===== src/include/periph_cfg.svh =====
`ifndef PERIPH_CFG_SVH
`define PERIPH_CFG_SVH

// ------------------------------
// Peripheral subsystem constants

// Clock cycles per UART bit
`define PERIPH_CLKDIV 8

// APB bus widths
`define PERIPH_ADDR_W 12
`define PERIPH_DATA_W 32

// Region map, one 256 byte page per unit
`define PERIPH_TX_BASE     12'h000
`define PERIPH_RX_BASE     12'h100
`define PERIPH_REGION_MASK 12'hf00

`endif

===== src/source/uart_pkg.sv =====
package uart_pkg;

	// ------------------------------
	// Register map

	// Byte offsets inside a unit page
	// Same layout for tx and rx units
	typedef enum logic [2:0] {
		REG_DATA   = 3'h0,
		REG_STATUS = 3'h4
	} uart_reg_e;

	// ------------------------------
	// Serial state machines

	// Transmitter, one state per frame section
	typedef enum logic [1:0] {
		TX_IDLE  = 2'd0,
		TX_START = 2'd1,
		TX_DATA  = 2'd2,
		TX_STOP  = 2'd3
	} tx_state_e;

	// Receiver, START covers the half bit up to the start check
	typedef enum logic [1:0] {
		RX_IDLE  = 2'd0,
		RX_START = 2'd1,
		RX_DATA  = 2'd2,
		RX_STOP  = 2'd3
	} rx_state_e;

endpackage


===== src/source/apb_pkg.sv =====
package apb_pkg;

	// ------------------------------
	// Decode targets

	// Which completer owns the current address
	// REGION_NONE is answered by the decoder itself
	typedef enum logic [1:0] {
		REGION_TX   = 2'd0,
		REGION_RX   = 2'd1,
		REGION_NONE = 2'd2
	} apb_region_e;

	// ------------------------------
	// Access opcodes

	// Direction of a transfer, same encoding as pwrite
	typedef enum logic {
		OP_READ  = 1'b0,
		OP_WRITE = 1'b1
	} apb_op_e;

endpackage


===== src/source/apb_if.sv =====
`include "periph_cfg.svh"

interface apb_if;

	// Request side
	logic                      psel;
	logic                      penable;
	logic                      pwrite;
	logic [`PERIPH_ADDR_W-1:0] paddr;
	logic [`PERIPH_DATA_W-1:0] pwdata;

	// Response side, valid in the cycle pready is high
	logic [`PERIPH_DATA_W-1:0] prdata;
	logic                      pready;
	logic                      pslverr;

	// Decoder side
	modport requester (
		output psel, penable, pwrite, paddr, pwdata,
		input  prdata, pready, pslverr
	);

	// Unit side
	modport completer (
		input  psel, penable, pwrite, paddr, pwdata,
		output prdata, pready, pslverr
	);

endinterface


===== src/source/periph_top.sv =====
`include "periph_cfg.svh"

module periph_top (
	// System clock and reset
	input  logic                      clk,
	input  logic                      arst_n,

	// APB completer port
	input  logic                      psel,
	input  logic                      penable,
	input  logic                      pwrite,
	input  logic [`PERIPH_ADDR_W-1:0] paddr,
	input  logic [`PERIPH_DATA_W-1:0] pwdata,
	output logic [`PERIPH_DATA_W-1:0] prdata,
	output logic                      pready,
	output logic                      pslverr,

	// Serial lines
	input  logic                      rx,
	output logic                      tx,
	output logic                      irq
);

	// ------------------------------
	// Internal unit buses

	apb_if tx_bus ();
	apb_if rx_bus ();

	// ------------------------------
	// Address decode

	apb_decode_mux decode_u (
		.clk     (clk),
		.arst_n  (arst_n),
		.psel    (psel),
		.penable (penable),
		.pwrite  (pwrite),
		.paddr   (paddr),
		.pwdata  (pwdata),
		.prdata  (prdata),
		.pready  (pready),
		.pslverr (pslverr),
		.tx_bus  (tx_bus),
		.rx_bus  (rx_bus)
	);

	// ------------------------------
	// UART units, side by side

	uart_tx_unit uart_tx_u (
		.clk    (clk),
		.arst_n (arst_n),
		.bus    (tx_bus),
		.tx     (tx)
	);

	// irq follows the rx holding register
	uart_rx_unit uart_rx_u (
		.clk    (clk),
		.arst_n (arst_n),
		.bus    (rx_bus),
		.rx     (rx),
		.irq    (irq)
	);

endmodule


===== src/source/uart_rx_unit.sv =====
`include "periph_cfg.svh"

module uart_rx_unit (
	input  logic     clk,
	input  logic     arst_n,
	apb_if.completer bus,
	input  logic     rx,
	output logic     irq
);

	localparam int DIV_W = $clog2(`PERIPH_CLKDIV);

	uart_pkg::rx_state_e       state;
	uart_pkg::uart_reg_e       offset;
	apb_pkg::apb_op_e          op;
	logic                      access;
	logic                      in_page;
	logic                      err;
	logic                      data_rd;
	logic                      stat_rd;
	logic [`PERIPH_DATA_W-1:0] rdata;
	logic                      rx_meta;
	logic                      rx_sync;
	logic                      rx_prev;
	logic                      start_edge;
	logic [DIV_W-1:0]          div_cnt;
	logic                      mid_pt;
	logic                      bit_end;
	logic [2:0]                bit_idx;
	logic [7:0]                shifter;
	logic                      byte_done;
	logic [7:0]                data_q;
	logic                      valid;
	logic                      overrun;

	// ------------------------------
	// Input synchroniser

	// Two flops into the clock domain, one more for edge detect
	always_ff @(posedge clk or negedge arst_n) begin
		if (!arst_n) begin
			rx_meta <= 1'b1;
			rx_sync <= 1'b1;
			rx_prev <= 1'b1;
		end else begin
			rx_meta <= rx;
			rx_sync <= rx_meta;
			rx_prev <= rx_sync;
		end
	end

	assign start_edge = rx_prev && !rx_sync;

	// ------------------------------
	// Bit timing

	// Half a bit from the edge, then whole bits between midpoints
	assign mid_pt  = (div_cnt == DIV_W'(`PERIPH_CLKDIV / 2 - 1));
	assign bit_end = (div_cnt == DIV_W'(`PERIPH_CLKDIV - 1));

	// ------------------------------
	// Receive FSM

	always_ff @(posedge clk or negedge arst_n) begin
		if (!arst_n) begin
			state   <= uart_pkg::RX_IDLE;
			div_cnt <= '0;
			bit_idx <= '0;
		end else begin
			case (state)
				uart_pkg::RX_IDLE: begin
					div_cnt <= '0;
					if (start_edge)
						state <= uart_pkg::RX_START;
				end
				uart_pkg::RX_START: begin
					if (mid_pt) begin
						div_cnt <= '0;
						// Glitch shorter than half a bit, back to idle
						if (!rx_sync) begin
							state   <= uart_pkg::RX_DATA;
							bit_idx <= '0;
						end else begin
							state <= uart_pkg::RX_IDLE;
						end
					end else begin
						div_cnt <= div_cnt + 1'b1;
					end
				end
				uart_pkg::RX_DATA: begin
					div_cnt <= bit_end ? '0 : div_cnt + 1'b1;
					if (bit_end) begin
						bit_idx <= bit_idx + 1'b1;
						if (bit_idx == 3'd7)
							state <= uart_pkg::RX_STOP;
					end
				end
				default: begin
					div_cnt <= bit_end ? '0 : div_cnt + 1'b1;
					// Back to idle at stop midpoint, ready for the next edge
					if (bit_end)
						state <= uart_pkg::RX_IDLE;
				end
			endcase
		end
	end

	// Data arrives LSB first
	always_ff @(posedge clk) begin
		if (state == uart_pkg::RX_DATA && bit_end)
			shifter <= {rx_sync, shifter[7:1]};
	end

	// Framing error drops the byte silently
	assign byte_done = (state == uart_pkg::RX_STOP) && bit_end && rx_sync;

	// ------------------------------
	// Holding register and flags

	// A read on the arrival cycle frees the slot for the new byte
	always_ff @(posedge clk) begin
		if (byte_done && (!valid || data_rd))
			data_q <= shifter;
	end

	always_ff @(posedge clk or negedge arst_n) begin
		if (!arst_n) begin
			valid   <= 1'b0;
			overrun <= 1'b0;
		end else begin
			if (byte_done && (!valid || data_rd))
				valid <= 1'b1;
			else if (data_rd)
				valid <= 1'b0;

			// Sticky until status read, a new overrun wins
			if (byte_done && valid && !data_rd)
				overrun <= 1'b1;
			else if (stat_rd)
				overrun <= 1'b0;
		end
	end

	assign irq = valid;

	// ------------------------------
	// APB register access

	assign access  = bus.psel && bus.penable;
	assign op      = apb_pkg::apb_op_e'(bus.pwrite);
	assign offset  = uart_pkg::uart_reg_e'(bus.paddr[2:0]);
	assign in_page = (bus.paddr[7:3] == '0);

	always_comb begin
		rdata = '0;
		err   = 1'b0;
		if (!in_page) begin
			err = 1'b1;
		end else begin
			case (offset)
				uart_pkg::REG_DATA: begin
					// Read only, and empty reads are refused
					err        = (op == apb_pkg::OP_WRITE) || !valid;
					rdata[7:0] = data_q;
				end
				uart_pkg::REG_STATUS: begin
					err        = (op == apb_pkg::OP_WRITE);
					rdata[1:0] = {overrun, valid};
				end
				default:
					err = 1'b1;
			endcase
		end
	end

	assign data_rd = access && !err && (op == apb_pkg::OP_READ) &&
		(offset == uart_pkg::REG_DATA);
	assign stat_rd = access && !err && (op == apb_pkg::OP_READ) &&
		(offset == uart_pkg::REG_STATUS);

	// Zero wait states
	assign bus.pready  = access;
	assign bus.pslverr = access && err;
	assign bus.prdata  = access ? rdata : '0;

	// Overrun only ever rises on top of a held byte
	a_overrun_valid: assert property (@(posedge clk) disable iff (!arst_n)
		$rose(overrun) |-> $past(valid) && valid);

endmodule


===== src/source/uart_tx_unit.sv =====
`include "periph_cfg.svh"

module uart_tx_unit (
	input  logic     clk,
	input  logic     arst_n,
	apb_if.completer bus,
	output logic     tx
);

	localparam int DIV_W = $clog2(`PERIPH_CLKDIV);

	uart_pkg::tx_state_e       state;
	uart_pkg::uart_reg_e       offset;
	apb_pkg::apb_op_e          op;
	logic                      access;
	logic                      in_page;
	logic                      busy;
	logic                      err;
	logic                      load;
	logic [`PERIPH_DATA_W-1:0] rdata;
	logic [DIV_W-1:0]          div_cnt;
	logic                      bit_end;
	logic [2:0]                bit_idx;
	logic [7:0]                shifter;

	// ------------------------------
	// APB register access

	assign access  = bus.psel && bus.penable;
	assign op      = apb_pkg::apb_op_e'(bus.pwrite);
	assign offset  = uart_pkg::uart_reg_e'(bus.paddr[2:0]);
	// Only the first eight bytes of the page are decoded
	assign in_page = (bus.paddr[7:3] == '0);
	assign busy    = (state != uart_pkg::TX_IDLE);

	always_comb begin
		rdata = '0;
		err   = 1'b0;
		if (!in_page) begin
			err = 1'b1;
		end else begin
			case (offset)
				// Write only, and refused while a frame is on the line
				uart_pkg::REG_DATA:
					err = (op == apb_pkg::OP_READ) || busy;
				uart_pkg::REG_STATUS: begin
					err      = (op == apb_pkg::OP_WRITE);
					rdata[0] = busy;
				end
				default:
					err = 1'b1;
			endcase
		end
	end

	// Zero wait states
	assign bus.pready  = access;
	assign bus.pslverr = access && err;
	assign bus.prdata  = access ? rdata : '0;

	// DATA is the only writable register
	assign load = access && !err && (op == apb_pkg::OP_WRITE);

	// ------------------------------
	// Bit timing

	assign bit_end = (div_cnt == DIV_W'(`PERIPH_CLKDIV - 1));

	// ------------------------------
	// Frame FSM

	always_ff @(posedge clk or negedge arst_n) begin
		if (!arst_n) begin
			state   <= uart_pkg::TX_IDLE;
			div_cnt <= '0;
			bit_idx <= '0;
			tx      <= 1'b1;
		end else begin
			// Counter free runs through a frame
			if (state == uart_pkg::TX_IDLE)
				div_cnt <= '0;
			else
				div_cnt <= bit_end ? '0 : div_cnt + 1'b1;

			case (state)
				uart_pkg::TX_IDLE: begin
					// Start bit goes out on the edge after the write
					if (load) begin
						state <= uart_pkg::TX_START;
						tx    <= 1'b0;
					end
				end
				uart_pkg::TX_START: begin
					if (bit_end) begin
						state   <= uart_pkg::TX_DATA;
						bit_idx <= '0;
						tx      <= shifter[0];
					end
				end
				uart_pkg::TX_DATA: begin
					if (bit_end) begin
						if (bit_idx == 3'd7) begin
							state <= uart_pkg::TX_STOP;
							tx    <= 1'b1;
						end else begin
							bit_idx <= bit_idx + 1'b1;
							// Next bit, shifter moves on the same edge
							tx      <= shifter[1];
						end
					end
				end
				default: begin
					// Stop bit, busy drops when it ends
					if (bit_end)
						state <= uart_pkg::TX_IDLE;
				end
			endcase
		end
	end

	// LSB first shift register
	always_ff @(posedge clk) begin
		if (load)
			shifter <= bus.pwdata[7:0];
		else if (state == uart_pkg::TX_DATA && bit_end)
			shifter <= shifter >> 1;
	end

	// Line idles high between frames
	a_idle_high: assert property (@(posedge clk) disable iff (!arst_n)
		(state == uart_pkg::TX_IDLE) |-> tx);

endmodule


===== src/source/apb_decode_mux.sv =====
`include "periph_cfg.svh"

module apb_decode_mux (
	input  logic                      clk,
	input  logic                      arst_n,

	// Upstream APB
	input  logic                      psel,
	input  logic                      penable,
	input  logic                      pwrite,
	input  logic [`PERIPH_ADDR_W-1:0] paddr,
	input  logic [`PERIPH_DATA_W-1:0] pwdata,
	output logic [`PERIPH_DATA_W-1:0] prdata,
	output logic                      pready,
	output logic                      pslverr,

	// Downstream unit buses
	apb_if.requester                  tx_bus,
	apb_if.requester                  rx_bus
);

	apb_pkg::apb_region_e      region;
	apb_pkg::apb_op_e          op;
	logic [`PERIPH_ADDR_W-1:0] page;

	// ------------------------------
	// Region decode

	// Only the upper address bits pick the unit
	assign page = paddr & `PERIPH_REGION_MASK;

	always_comb begin
		if (page == `PERIPH_TX_BASE)
			region = apb_pkg::REGION_TX;
		else if (page == `PERIPH_RX_BASE)
			region = apb_pkg::REGION_RX;
		else
			region = apb_pkg::REGION_NONE;
	end

	assign op = pwrite ? apb_pkg::OP_WRITE : apb_pkg::OP_READ;

	// ------------------------------
	// Request routing

	// psel goes to the matching unit only
	assign tx_bus.psel    = psel && (page == `PERIPH_TX_BASE);
	assign rx_bus.psel    = psel && (page == `PERIPH_RX_BASE);

	// Everything else is broadcast
	assign tx_bus.penable = penable;
	assign tx_bus.pwrite  = (op == apb_pkg::OP_WRITE);
	assign tx_bus.paddr   = paddr;
	assign tx_bus.pwdata  = pwdata;

	assign rx_bus.penable = penable;
	assign rx_bus.pwrite  = (op == apb_pkg::OP_WRITE);
	assign rx_bus.paddr   = paddr;
	assign rx_bus.pwdata  = pwdata;

	// ------------------------------
	// Response merge

	always_comb begin
		case (region)
			apb_pkg::REGION_TX: begin
				prdata  = tx_bus.prdata;
				pready  = tx_bus.pready;
				pslverr = tx_bus.pslverr;
			end
			apb_pkg::REGION_RX: begin
				prdata  = rx_bus.prdata;
				pready  = rx_bus.pready;
				pslverr = rx_bus.pslverr;
			end
			default: begin
				// Unmapped, complete in the first access cycle with an error
				prdata  = '0;
				pready  = psel && penable;
				pslverr = psel && penable;
			end
		endcase
	end

	// ------------------------------
	// Bus checks

	// Unit selects are one-hot or idle, region pages must not overlap
	a_one_unit_sel: assert property (@(posedge clk) disable iff (!arst_n)
		!(tx_bus.psel && rx_bus.psel));

	// Requester protocol, no access phase outside a transfer
	a_penable_psel: assert property (@(posedge clk) disable iff (!arst_n)
		penable |-> psel);

endmodule


===== config.mk =====
export PLATFORM = sky130hd
export DESIGN_NAME = periph_top
export DESIGN_NICKNAME = d
export VERILOG_FILES = /design/src/source/uart_pkg.sv /design/src/source/apb_pkg.sv /design/src/source/apb_if.sv /design/src/source/periph_top.sv /design/src/source/uart_rx_unit.sv /design/src/source/uart_tx_unit.sv /design/src/source/apb_decode_mux.sv
export VERILOG_INCLUDE_DIRS = /design/src /design/src/include
export SDC_FILE = /design/constraint.sdc
export NUM_CORES = 1
export LEC_CHECK = 0
export BUFFER_PORTS_ARGS = -buffer_cell sky130_fd_sc_hd__buf_2
export CELL_PAD_IN_SITES_DETAIL_PLACEMENT = 0
export CELL_PAD_IN_SITES_GLOBAL_PLACEMENT = 1
export CORE_ASPECT_RATIO = 0.6
export CORE_MARGIN = 2
export CORE_UTILIZATION = 38
export CTS_BUF_LIST = sky130_fd_sc_hd__clkbuf_16
export DETAILED_ROUTE_END_ITERATION = 8
export PLACE_DENSITY = 0.85
export SYNTH_ARGS = -nofsm -noshare
export SYNTH_HDL_FRONTEND = slang
export SYNTH_SLANG_ARGS = --single-unit
export TNS_END_PERCENT = 30

===== constraint.sdc =====
create_clock -name clk -period 2.1 [get_ports clk]
set_input_delay 0.42 -clock clk [delete_from_list [all_inputs] [get_ports clk]]
set_output_delay 0.42 -clock clk [all_outputs]
set_load 0.005 [all_outputs]

* Yosys cells after proc, flatten, opt, wreduce, memory -nomap -nowiden
Index checks and enable logic that the tools add are counted.
** Word-level totals
- Flip-flop bits (word level) :: 46
- Output and inout bits :: 36
** Cells by class
- Bitwise operators :: 1
- Reduce and logical (&&, ||, !) cells :: 49
- Equal/unequal tests :: 23
- Add/sub/neg operators :: 4
- Muxes and demuxes :: 54
** Operators with widths (count)
- one-hot mux 32 bit (2 select lines) :: 1
- two-way mux 8 bit :: 4
- two-way mux 3 bit :: 10
- two-way mux 2 bit :: 13
- logical AND 1 bit :: 21
- one-hot mux 3 bit (2 select lines) :: 3
- inequality test 2 x 1 -> 1 bit, second input constant :: 8
- == test 3 bit, second input constant :: 5
- two-way mux 1 bit :: 14
- nonzero test 2 bit :: 7
- adder 3 x 1 -> 3 bit, second input constant :: 4
- logical NOT 12 bit :: 1
- one-hot mux 2 bit (3 select lines) :: 2
- AND reduction 4 bit :: 3
- AND reduction 5 bit :: 2
- one-hot mux 1 bit (2 select lines) :: 4
- == test 2 x 1 -> 1 bit, second input constant :: 3
- == test 2 bit, second input constant :: 3
- logical NOT 2 bit :: 3
- two-way mux 6 bit :: 1
- nonzero test 3 bit :: 2
- logical NOT 1 bit :: 5
- logical NOT 5 bit :: 1
- == test 4 x 1 -> 1 bit, second input constant :: 1
- 7 further kinds :: 10

* Logic depth before layout (Yosys ltp)
Gate-level depths: netlist (run 1).
- Word-level depth :: 11
- Depth in mapped cells :: 6
- Gate-level depth less buffers :: 6

* By module
Synthesis (run 1) repeated with hierarchy kept, for this count alone.
** Unflattened totals
- Cell total of the unflattened synthesis :: 390
- Area, all modules :: 3883.7 µm²
** By module, submodules not included
- uart_rx_unit :: times used 1, cells each 110, area an instance 1411.4 µm²
- apb_decode_mux :: times used 1, cells each 173, area an instance 1270.0 µm²
- uart_tx_unit :: times used 1, cells each 107, area an instance 1202.4 µm²

* Worst setup path after synthesis (run 1)
OpenSTA, ideal clock, no wires.
- Kind :: input to register
- Start point :: in paddr[4]
- End point :: reg uart_rx_u.data_q[0] (enable)
- Path buffers :: 0
- Arrival time :: 1885 ps
- Setup time :: 375 ps
- Required time :: 1725 ps
- Slack :: -160 ps
- Stages :: 4
- Path through :: nor4_4 -> nand3_4 -> or4_4 -> a21oi_1
** Between the ends
- Cells in the longest elaborated chain, start to end :: 8
** Ends and longest elaborated chain
- from (decl) :: RTL line periph_top.sv:12 : input logic [`PERIPH_ADDR_W-1:0] paddr,
- logical NOT 5 bit :: RTL line uart_rx_unit.sv:152 : assign in_page = (bus.paddr[7:3] == '0);
- two-way mux 1 bit :: RTL line uart_rx_unit.sv:157 : if (!in_page) begin
- logical NOT 1 bit :: RTL line uart_rx_unit.sv:176 : assign data_rd = access && !err && (op == apb_pkg::OP_READ) &&
- logical AND 1 bit (3 in series) :: RTL line uart_rx_unit.sv:176
- logical OR 1 bit :: RTL line uart_rx_unit.sv:122 : if (byte_done && (!valid || data_rd))
- logical AND 1 bit :: RTL line uart_rx_unit.sv:122
- to (signal assigned) :: RTL line uart_rx_unit.sv:123 : data_q <= shifter;
- to (decl) :: RTL line uart_rx_unit.sv:32 : logic [7:0] data_q;
Every way passes these cells.
A chain may end at the register's enable or synchronous reset.

* Final worst setup path (run 1)
- Start point :: reg uart_tx_u.state[0]
- End point :: out prdata[0]
** Between the ends
- Cells in the longest elaborated chain, start to end :: 5
** Ends and longest elaborated chain
- from (decl) :: RTL line uart_tx_unit.sv:12 : uart_pkg::tx_state_e state;
- from (signal assigned) :: RTL line uart_tx_unit.sv:74 : state <= uart_pkg::TX_IDLE;
- from (signal assigned) :: RTL line uart_tx_unit.sv:89 : state <= uart_pkg::TX_START;
- from (signal assigned) :: RTL line uart_tx_unit.sv:95 : state <= uart_pkg::TX_DATA;
- nonzero test 2 bit :: RTL line uart_tx_unit.sv:34 : assign busy = (state != uart_pkg::TX_IDLE);
- two-way mux 1 bit :: RTL line uart_tx_unit.sv:42 : case (offset)
- two-way mux 1 bit :: RTL line uart_tx_unit.sv:39 : if (!in_page) begin
- two-way mux 1 bit :: RTL line uart_tx_unit.sv:59 : assign bus.prdata = access ? rdata : '0;
- one-hot mux 32 bit (2 select lines) :: RTL line apb_decode_mux.sv:65 : case (region)
- to (decl) :: RTL line periph_top.sv:14 : output logic [`PERIPH_DATA_W-1:0] prdata,
Every way passes these cells.

==> results of run 1 <==
metrics by stage:
stage	area, um^2	total power (uW)	setup slack (ps)	util, %
2_1_floorplan	2460	1673	27.78	-
3_3_place_gp	2636	1781	-29.94	43.53
3_5_place_dp	2636	1817	-28.94	43.53
4_1_cts	2791	2608	8.688	46.10
5_1_grt	2784	2749	-48.65	45.97
6_report	2784	2574	92.72	45.97
state kept, by name, indices dropped and copies added (netlist names), 2 cells and up:
name and cells:
uart_tx_u.div_cnt 3, uart_tx_u.shifter 8, uart_rx_u.shifter 8, uart_rx_u.bit_idx 3
uart_rx_u.div_cnt 3, uart_tx_u.bit_idx 3, uart_rx_u.state 2, uart_tx_u.state 2
uart_rx_u.data_q 8
power by group through the flow:
stage | Clock, uW | Combinational, uW | Sequential [uW]
finish | 778 | 616 | 1180
CTS | 807 | 622 | 1180
global route | 848 | 699 | 1200
floorplan | 0 | 534 | 1140
global placement | 0 | 592 | 1190
detailed placement | 0 | 621 | 1200
metal layers:
layer | track usage (%) | up-vias | routed length (um)
met4 | 4.934 | 0 | 51
met1 | 17.14 | 702 | 2037
met3 | 3.671 | 6 | 236
met5 | 0 | - | 0
met2 | 17.98 | 41 | 1635
li1 | - | 753 | -
cells in the final DEF, fill, tap and decap left out, types with 2 or more instances in the layout:
cell type and instances:
and2_1 6, ha_1 13, buf_2 37, dfstp_2 4, a21oi_1 7, inv_1 10, mux2_2 9, nand4_1 2
clkbuf_16 5, nor2b_1 4, mux2i_1 4, a22o_1 3, nor3b_1 2, edfxtp_1 24, o21ai_0 4, conb_1 24
nor2_1 13, a22oi_1 3, buf_4 10, nor4_4 2, dfrtp_1 18, nand2_1 14, nor3_1 6
worst max-delay path: stages (launching register included):
cell	delay, ps
dfrtp_1	370
inv_1	70
ha_1	220
buf_4	180
nor2_1	90
a22oi_1	80
nor3_1	160
buf_2	150
cell type report:
| cell class | instances | area [um^2] | share of cell area (%) |
|---|---|---|---|
| Timing Repair Buffer | 47 | 260.3 | 9.348 |
| Clock buffer | 5 | 125.1 | 4.494 |
| Tap cell | 84 | 105.1 | 3.775 |
| Inverter | 10 | 37.54 | 1.348 |
| Clock inverter | 3 | 25.02 | 0.8989 |
| Multi-Input combinational cell | 136 | 954.7 | 34.29 |
| Sequential cell | 46 | 1276 | 45.84 |
repair_timing:
item	CTS	global route
endpoints found under the setup margin	4	7
gates resized for setup	1	0
pin swaps	1	2
cell families (layout without fill, tap and decap cells):
logic type	after synthesis	after routing	synth area share (%)
fa+ha+maj	13	13	6.864
mux	13	13	5.966
compound gates	27	27	8.132
other cells	1	24	0.1582
buf+inv	38	65	9.873
simple gates	59	59	15.15
flops	46	46	53.85
final timing paths:
path | endpoint | slack [ps] | depth (start not counted)
worst min-delay path | uart_rx_u.div_cnt[2] | 100 | 1
min in group clk | uart_rx_u.rx_meta | 230 | 1
worst max-delay path | prdata[0] | 90 | 7
worst max register to register | uart_rx_u.overrun | 290 | 6
worst min register to register | uart_rx_u.rx_sync | 360 | 0
max in group asynchronous | uart_tx_u.tx | 1630 | 1
==> impl_summary.md, run 1 <==
Outcome
The run finished with clean final reports.

Layout
In the final design database the tool counted 309 nets. The filler cell count is 565. Of the cells placed in the final design, the portion with a size suffix greater than 1 is 31.58%. Once layout is complete, the cells apart from fillers number 331.

The antenna diode count is 0. Compared with the post-synthesis result, the final layout area differs by 17.48%.

Pwr
For this design the ratio of total power to cell area is 924.4 nW/um^2. The sequential cell fraction of total power is 45.9%. The part of the total power dissipated in combinational logic is 23.9%. For this design the total switching power over the nets is 773.1 uW.

The largest voltage drop on the vdd net is 0.3962 mV. In this run the static leakage power is 0.001228 uW. The part of the power in the clock network is 30.2%. Net switching is 30.04% of the power. Cell internal power was estimated by the tool at 1800 uW.

Global route
The initial antenna violation count is 0. The total global routing overflow is 0. The first global-routing pass estimated 6.437 mm of wire. The maximum number of pins on one net before global-route repair is 23.

The via count of the first global-routing pass is 1381. The overall track demand over capacity in global routing is 12.29%.

Timing
The setup TNS is 0 ps. The final worst clock skew is 4.316 ps. At the pin with the least slew margin, the transition time is 519.1 ps.

Setup violations remaining at the end of the flow were counted as 0. The final cycle utilization of the critical path is 95.58%. The number of max-slew violations in the final report is 0. The final critical delay including setup and external delays is 2007 ps.

Measured against its own limit, the worst slew margin works out to 65.39%. The final count of hold timing violations is 0. The fmax is 498.2 MHz. The final-layout worst hold slack is 103.8 ps.

Setup repair after global routing could not meet its margin everywhere.

Logic synthesis
The area share of the largest cell type after synthesis is 30.41%. The number of instances in the synthesized netlist is 197. The sequential share of the synthesized area is 53.85%. The biggest area contributor in the post-synthesis netlist is edfxtp_1.

By count the netlist is led by 24 x buf_4, 24 x edfxtp_1, 18 x dfrtp_1. During synthesis, Yosys emitted a total of 0 warnings. The proportion of synthesized flip-flops having asynchronous set or reset is 47.83%. By area the synthesized netlist is led by edfxtp_1 30%, dfrtp_1 19%, buf_4 7.6%. The synthesized design contains 24 enable-type register cells.

In this run, synthesis produced a sequential element count of 46. The average size of a mapped cell is 12.03 um^2. Summing every instance area after synthesis gives 2370 um^2. The number of distinct standard cells referenced by the synthesized netlist is 41. The commonest register cell after synthesis is edfxtp_1.

CTS
The clock net sink count is 46. The root buffer selected by CTS is clkbuf_16. The count of hold-fix buffers inserted at cts is 0. The number of buffers between clock root and the deepest sink is 2.

The clock-pin slew reported for the worst setup and hold paths after clock tree synthesis is 60 ps. The number of buffers created by CTS is 5. The clock insertion delay at the later pin of the skew report is 280 ps. The TritonCTS clock tree is built. Once the clock tree was built, the setup fixing pass inserted 0 buffers. The number of H-tree levels is 2.

Floorplanning
The total number of placement rows is 22. The core region area is 6056 um^2. The die span in x is 106.0 um. The die footprint is 6905 um^2. For this configuration, the core starts out at a cell density of 39.13%. For this design the top-level I/O count stands at 86. The die boundary height is 65.17 um.

Detailed routing
The per-cell via count in the routed design is 4.538. The number of design-rule violations left by the first detailed-router iteration is 51. The final wirelength is 3.960 mm. For this run, design rule violations remaining after detail routing come to 0. The detailed-router iteration count before antenna repair is 4. The average wire length per cell after detail routing is 11.96 um. In this run the remaining antenna-violating nets after routing total 0.

The routed layout has 1502 vias.

Place
The placed instance count is 324. The weighted congestion reported at the end of routability-driven placement is 0.7605. Buffers placed on the I/O ports in this run total 37. The post-DP HPWL is 3.015 mm.

Worst setup path
The highest net fanout along the worst path is 10. The capturing element type of the critical path is a primary output. The critical register-to-register path startpoint is uart_rx_u.div_cnt[0].

The setup path with the least slack is of type flip-flop to primary output. In this run the worst setup path begins at uart_tx_u.state[0]. The worst setup path is launched from a flip-flop. The worst path required time is 1680 ps. STA puts the critical path data arrival time at 1590 ps.

Job
Across the run, the number of max-cap violations was 0.

Min path
The min-delay analysis places its worst path in the category input port to async pin.
(Power assumes the default switching activity.)
==> inputs of run 2 (changes only) <==
Settings changed: RECOVER_POWER set to 25.
==> run 2 against run 1 <==
Critical path depth unchanged; sequential share of layout area about the same; design area about the same; hold slack better by 130 ps; clock skew unchanged; fmax unchanged; register-to-register slack about the same; power about the same.
==> impl_summary.md, run 2 (synthesized netlist as in run 1, its figures left out) <==
Floorplanning
The die footprint is 6905 um^2 (unchanged). The total number of placement rows is 22 (unchanged). The number of top-level pins is 86 (unchanged). The die boundary height is 65.17 um (unchanged).

The die span in x is 106.0 um (unchanged). The initial core utilization is 39.13% (unchanged). The core region area is 6056 um^2 (unchanged).

Worst setup path
The cell family contributing the most delay on the critical path is buffers and inverters. The class of the most critical setup path is flip-flop to primary output. The setup slack of the most critical reg-to-reg path is 290 ps (about the same).

The capturing element type of the critical path is a primary output. The maximum cell stage delay along the critical path is 370 ps (about the same). The critical path goes through inv_1 > ha_1 > buf_4 > nor2_1 > a22oi_1 > nor3_1 > buf_2. The worst register-to-register path ends at uart_rx_u.overrun.

For this design, the slowest cell found on the critical path is dfrtp_1. The worst path required time was 1680 ps (about the same). The count of buffer and inverter cells on the critical path is 3 (unchanged). STA classifies the critical path startpoint as a flip-flop. The critical path data arrival time is 1590 ps (about the same). The startpoint identified for the worst register-to-register timing path is uart_rx_u.div_cnt[0].

The worst reg2reg path depth was 6 (unchanged). The highest net fanout along the worst path is 10 (unchanged). The total number of cells along the worst setup path is 7 (unchanged).

Pwr
The total net switching power is 773.1 uW (about the same). The part of the total power dissipated in combinational logic is 23.9% (about the same). The sequential cell fraction of total power is 45.9% (about the same).

The part of the power in the clock network is 30.2% (about the same). The largest voltage drop on the vdd net came to 0.3962 mV (about the same). The total power draw is 2573 uW (about the same). The switching part of the total power came to 30.04% (about the same). The power density relative to cell area was 924.7 nW/um^2 (about the same).

The reported leakage power is 0.001225 uW (-0.22%). The cell-internal power is 1800 uW (about the same).

Job
The count of max-cap constraint violations is 0 (unchanged).

Detailed routing
The number of nets still failing antenna checks after routing is 0 (unchanged). The remaining routing DRC violations is 0 (unchanged). The total vias in the final route is 1502 (unchanged). The per-cell via count in the routed design is 4.538 (unchanged).

The number of design-rule violations left by the first detailed-router iteration is 51 (unchanged). The final wirelength came to 3.960 mm (unchanged). The detailed-router iteration count before antenna repair is 4 (unchanged). The average wire length per cell after detail routing was 11.96 um (unchanged).

CTS
The number of buffers created by CTS is 5 (unchanged). The clock net sink count is 46 (unchanged). The TritonCTS clock tree is built. The number of H-tree levels came to 2 (unchanged). The number of buffers between clock root and the deepest sink is 2 (unchanged). The clock insertion delay at the later pin of the skew report was 280 ps (about the same). The clock-pin slew reported for the worst setup and hold paths after clock tree synthesis is 60 ps (about the same).

The post-CTS setup buffer count is 0 (unchanged). Clock tree synthesis selected as its root buffer the cell clkbuf_16.

Layout
The area added between synthesis and finish is 17.42% (about the same). The most common library cell in the layout ignoring fill and taps is buf_2. In the final layout, the registers with the most flip-flops are uart_rx_u.data_q (8), uart_rx_u.shifter (8), uart_tx_u.shifter (8). The share of post-route cells with drive strength above 1 was 31.17% (-0.40 points). The number of nets at the end of the flow is 309 (unchanged).

The antenna diode count is 0 (unchanged). In the layout the commonest cells are 36 x buf_2, 24 x conb_1, 24 x edfxtp_1.

Timing
The post-route worst setup slack is 92.72 ps (unchanged). The setup TNS is 0 ps (unchanged). Setup repair after global routing could not meet its margin everywhere.

The fmax came to 498.2 MHz (unchanged). The number of endpoints failing setup at the final stage is 0 (unchanged). The number of max-slew violations in the final report is 0 (unchanged).

The final cycle utilization of the critical path came to 95.58% (unchanged). The final critical delay including setup and external delays is 2007 ps (unchanged). The slew of the pin with the lowest slew margin is 1243 ps (+723.5 ps).

The final worst clock skew was 4.316 ps (unchanged). The final count of hold timing violations is 0 (unchanged). The max-slew headroom at the worst pin is 17.16% (-48 points).

Place
The post-DP HPWL is 3.015 mm (unchanged). The count of input and output buffers is 37 (unchanged). The weighted congestion reported at the end of routability-driven placement is 0.7605 (unchanged).

The placement-stage worst setup slack is -28.94 ps (unchanged).

Outcome
The flow ran to the end, and the final reports show no timing, DRC or antenna violations.

Global route
The first-pass GRT wire length came to 6.437 mm (unchanged). The overall track demand over capacity in global routing is 12.29% (unchanged). The via count of the first global-routing pass was 1381 (unchanged). The maximum number of pins on one net before global-route repair is 23 (unchanged). The initial antenna violation count came to 0 (unchanged). The total global routing overflow is 0 (unchanged).

Min path
The type of the worst min-delay path is input port to flip-flop. The worst hold path begins at rx. The terminating pin of the worst hold path is uart_rx_u.rx_meta. Along the worst hold path, the cell count comes to 1.
run 2: final cells by class:
class,count,area [um^2]
clock buffer,5,125.1
clock inverter,3,25.02
fill,566,3273
inverter,10,37.54
multi-input combinational,136,954.7
sequential,46,1276
tap,84,105.1
timing repair buffer,47,259.0
run 2: power by group through the flow:
stage | Combinational, uW | Clock, uW | Sequential (uW)
after detailed placement | 621 | 0 | 1200
final | 615 | 778 | 1180
after floorplan | 534 | 0 | 1140
after global placement | 592 | 0 | 1190
after CTS | 622 | 807 | 1180
after global routing | 699 | 848 | 1200
run 2: how the worst max path moves through the flow:
stage,from,endpoint
2_1_floorplan,paddr[4],uart_rx_u.data_q[0]
3_3_place_gp,paddr[4],uart_rx_u.data_q[5]
3_5_place_dp,paddr[4],uart_rx_u.data_q[4]
4_1_cts,paddr[5],prdata[2]
5_1_grt,uart_tx_u.state[0],prdata[0]
6_report,uart_tx_u.state[0],prdata[0]
run 2: metrics by stage:
step | area, um^2 | instances | hold slack [ps] | utilization [%]
after floorplan | 2460 | 220 | 124.4 | -
after global placement | 2636 | 324 | 345.7 | 43.53
after detailed placement | 2636 | 324 | 347.8 | 43.53
after CTS | 2791 | 332 | 120.4 | 46.10
after global routing | 2783 | 331 | 225.7 | 45.95
final | 2783 | 331 | 232.4 | 45.95
run 2: per-layer routing:
| layer | global-route usage, % | vias up | wire length [um] |
|---|---|---|---|
| li1 | - | 753 | - |
| met1 | 17.14 | 702 | 2038 |
| met2 | 17.98 | 41 | 1635 |
| met3 | 3.671 | 6 | 236 |
| met4 | 4.934 | 0 | 51 |
| met5 | 0 | - | 0 |
run 2: repair_timing:
item,CTS,global route
resized for setup,1,0
pin swaps,1,2
endpoints found under the setup margin,4,7
hold buffers,0,0
run 2: worst reg2reg max path, delay by kind of cell, from the launching register on:
kind	cells	cell delay [ps]
simple gates	2	280
flops	1	380
compound gates	2	530
fa+ha+maj	2	490
==> inputs of run 3 (changes only) <==
Settings changed: CORE_UTILIZATION 38 to 42, PLACE_DENSITY 0.85 to 0.86, SYNTH_HIERARCHICAL set to 1.
==> run 3 against run 2 <==
The flow now finishes with violations (setup timing); clock skew is 3.7 ps higher; design area is 29% higher; register-to-register slack better by 30 ps; setup slack lost 240 ps; clock power rose by 12%; first-iteration DRC count up 150%; non-clock buffer count increased by 7; critical endpoint is now prdata[3].
==> impl_summary.md, run 3 <==
Floorplanning
The initial core utilization was 43.35% (+4.2 points). The die boundary height came to 73.73 um (+13%). The number of top-level pins is 86 (unchanged). The total number of placement rows is 25 (+14%). The die footprint is 8862 um^2 (+28%). The core region area came to 7851 um^2 (+30%).

The die span in x is 120.2 um (+13%).

Timing
The final worst clock skew came to 8.063 ps (+3.748 ps). The final critical delay including setup and external delays was 2250 ps (+242.9 ps). The setup TNS is -1161 ps (-1161 ps). The max-slew headroom at the worst pin is 20.10% (+2.9 points). The number of endpoints failing setup at the final stage is 10 (+10).

The number of max-slew violations in the final report was 0 (unchanged). Setup repair after global routing could not meet its margin everywhere. The final cycle utilization of the critical path is 107.2% (+12 points). The post-route worst setup slack came to -150.2 ps (-242.9 ps). The slew of the pin with the lowest slew margin is 1199 ps (-44.08 ps).

The fmax is 444.4 MHz (-11%). The final count of hold timing violations is 0 (unchanged).

Global route
The overall track demand over capacity in global routing is 13.17% (+0.88 points). The global-route track usage on met3 came to 4.270% (+0.60 points). The first-pass GRT wire length is 9.252 mm (+44%). The total global routing overflow is 0 (unchanged).

The initial antenna violation count is 2 (+2). The met2 demand-to-capacity share in global routing is 21.65% (+3.7 points). The maximum number of pins on one net before global-route repair is 35 (+52%). The met1 usage is 16.76% (-0.38 points). The via count of the first global-routing pass is 1977 (+43%). The global routing stage identified its most utilized layer as met2.

Detailed routing
The detailed-router iteration count before antenna repair was 6 (+2). The number of design-rule violations left by the first detailed-router iteration is 127 (+150%). The remaining routing DRC violations is 0 (unchanged). The per-cell via count in the routed design is 4.452 (-1.9%). The final wirelength was 5.449 mm (+38%). The average wire length per cell after detail routing came to 12.00 um (+0.32%).

The total vias in the final route is 2021 (+35%). The number of nets still failing antenna checks after routing is 0 (unchanged).

Worst setup path
The critical path data arrival time was 1830 ps (+240 ps). The worst setup path is launched from an input port. The class of the most critical setup path is input port to primary output. The worst path required time is 1680 ps (about the same).

The worst setup path is captured at a primary output. The highest net fanout along the worst path is 6 (-4).

Pwr
The switching part of the total power came to 24.26% (-5.8 points). The largest voltage drop on the vdd net is 0.2967 mV (-25%). The sequential cell fraction of total power was 47.2% (+1.3 points). The power density relative to cell area came to 627.8 nW/um^2 (-32%).

The total net switching power was 548.9 uW (-29%). The part of the power in the clock network is 38.7% (+8.5 points). The reported leakage power was 0.001679 uW (+37%).

The part of the total power dissipated in combinational logic is 14.2% (-9.7 points). The cell-internal power is 1713 uW (-4.8%). The total power draw is 2262 uW (-12%).

Layout
Leaving out fill and tap cells, the most frequent cells in the layout are 55 x conb_1, 38 x nor2_1, 37 x mux2i_1. The antenna diode count is 0 (unchanged). The largest registers in the layout are uart_rx_u/data_q (8), uart_rx_u/shifter (8), uart_tx_u/shifter (8).

The final design area excluding fillers is 3603 um^2 (+29%). The library cell used most frequently in the layout, excluding fill and tap cells, is conb_1. The share of post-route cells with drive strength above 1 is 28.61% (-2.6 points). The number of nets at the end of the flow is 408 (+32%). The non-filler instance count after layout is 454 (+37%).

The area added between synthesis and finish is 5.882%.

CTS
The clock net sink count is 46 (unchanged). The root buffer cell chosen for the clock tree is clkbuf_16. The number of H-tree levels was 2 (unchanged). The number of buffers created by CTS was 5 (unchanged). The number of buffers between clock root and the deepest sink was 2 (unchanged). The clock-pin slew reported for the worst setup and hold paths after clock tree synthesis is 60 ps (about the same). TritonCTS built the clock tree.

The clock insertion delay at the later pin of the skew report was 280 ps (about the same).

Outcome
The checks that failed: setup timing. The run finished, with violations left.

Logic synthesis
The yosys synthesis warning count came to 6 (+6). The average size of a mapped cell came to 10.44 um^2 (-13%). The number of instances in the synthesized netlist is 326 (+65%). The netlist area before placement was 3403 um^2 (+44%).

Place
The placed instance count is 445 (+37%). The count of input and output buffers came to 37 (unchanged). The cell area reported after detailed placement is 3336 um^2 (+27%). The post-DP HPWL is 4.191 mm (+39%).

The weighted congestion reported at the end of routability-driven placement is 0.8185 (+7.6%). The placement-stage worst setup slack is -342.0 ps (-313.1 ps).

Min path
The type of the worst min-delay path is input port to flip-flop.

Job
The count of max-cap constraint violations is 0 (unchanged).
==> run 3: final timing paths <==
path	startpoint	to	slack, ps	cells past startpoint
worst max-delay path	paddr[10]	prdata[3]	-150	11
worst min-delay path	rx	uart_rx_u/rx_meta	240	1
worst max register to register	uart_tx_u/state[0]	uart_tx_u/tx	320	5
worst min register to register	uart_rx_u/rx_meta	uart_rx_u/rx_sync	360	0
max in group asynchronous	arst_n	uart_rx_u/state[0]	1020	1
min in group asynchronous	arst_n	uart_rx_u/div_cnt[2]	360	1
==> run 3: final cells by class <==
| cell class | instances | area [um^2] |
|---|---|---|
| sequential | 46 | 1276 |
| inverter | 10 | 37.54 |
| clock inverter | 3 | 41.29 |
| multi-input combinational | 228 | 1637 |
| timing repair buffer | 54 | 351.6 |
| tap | 108 | 135.1 |
| fill | 737 | 4248 |
| clock buffer | 5 | 125.1 |
==> run 3: power groups by stage <==
stage | Sequential (uW) | Combinational (uW) | Clock (uW)
2_1_floorplan | 1050 | 365 | 0
3_3_place_gp | 1080 | 293 | 0
3_5_place_dp | 1090 | 304 | 0
4_1_cts | 1070 | 315 | 898
5_1_grt | 1070 | 367 | 937
6_report | 1070 | 320 | 875
==> run 3: critical path: stages <==
cell and delay (ps):
buf_6 100, buf_6 110, nor3_4 170, and3_4 200, and2_4 150, nand3_4 80
nor2_4 150, and2_1 140, mux2i_1 60, nor2_1 120, buf_2 130
==> run 3: layer usage <==
metal	up-vias	share of wire, %
met5	-	0.50
met4	4	1.0
met2	53	45
met1	938	47
li1	1016	-
met3	10	6.0
==> run 3: repair_timing <==
action / CTS / global route
endpoints found under the setup margin: 10 / 10
gates cloned: 0 / 0
hold endpoints to repair: 0 / 0
gates resized for setup: 13 / 8
setup buffers: 1 / 0
pin swaps: 12 / 7
hold buffers: 0 / 0
==> run 3: metrics by stage <==
stage | util, % | hold WS [ps]
floorplan | - | 124.4
global placement | 42.49 | 347.5
detailed placement | 42.49 | 348.4
CTS | 45.48 | 117.2
global route | 45.90 | 239.4
finish | 45.90 | 244.9
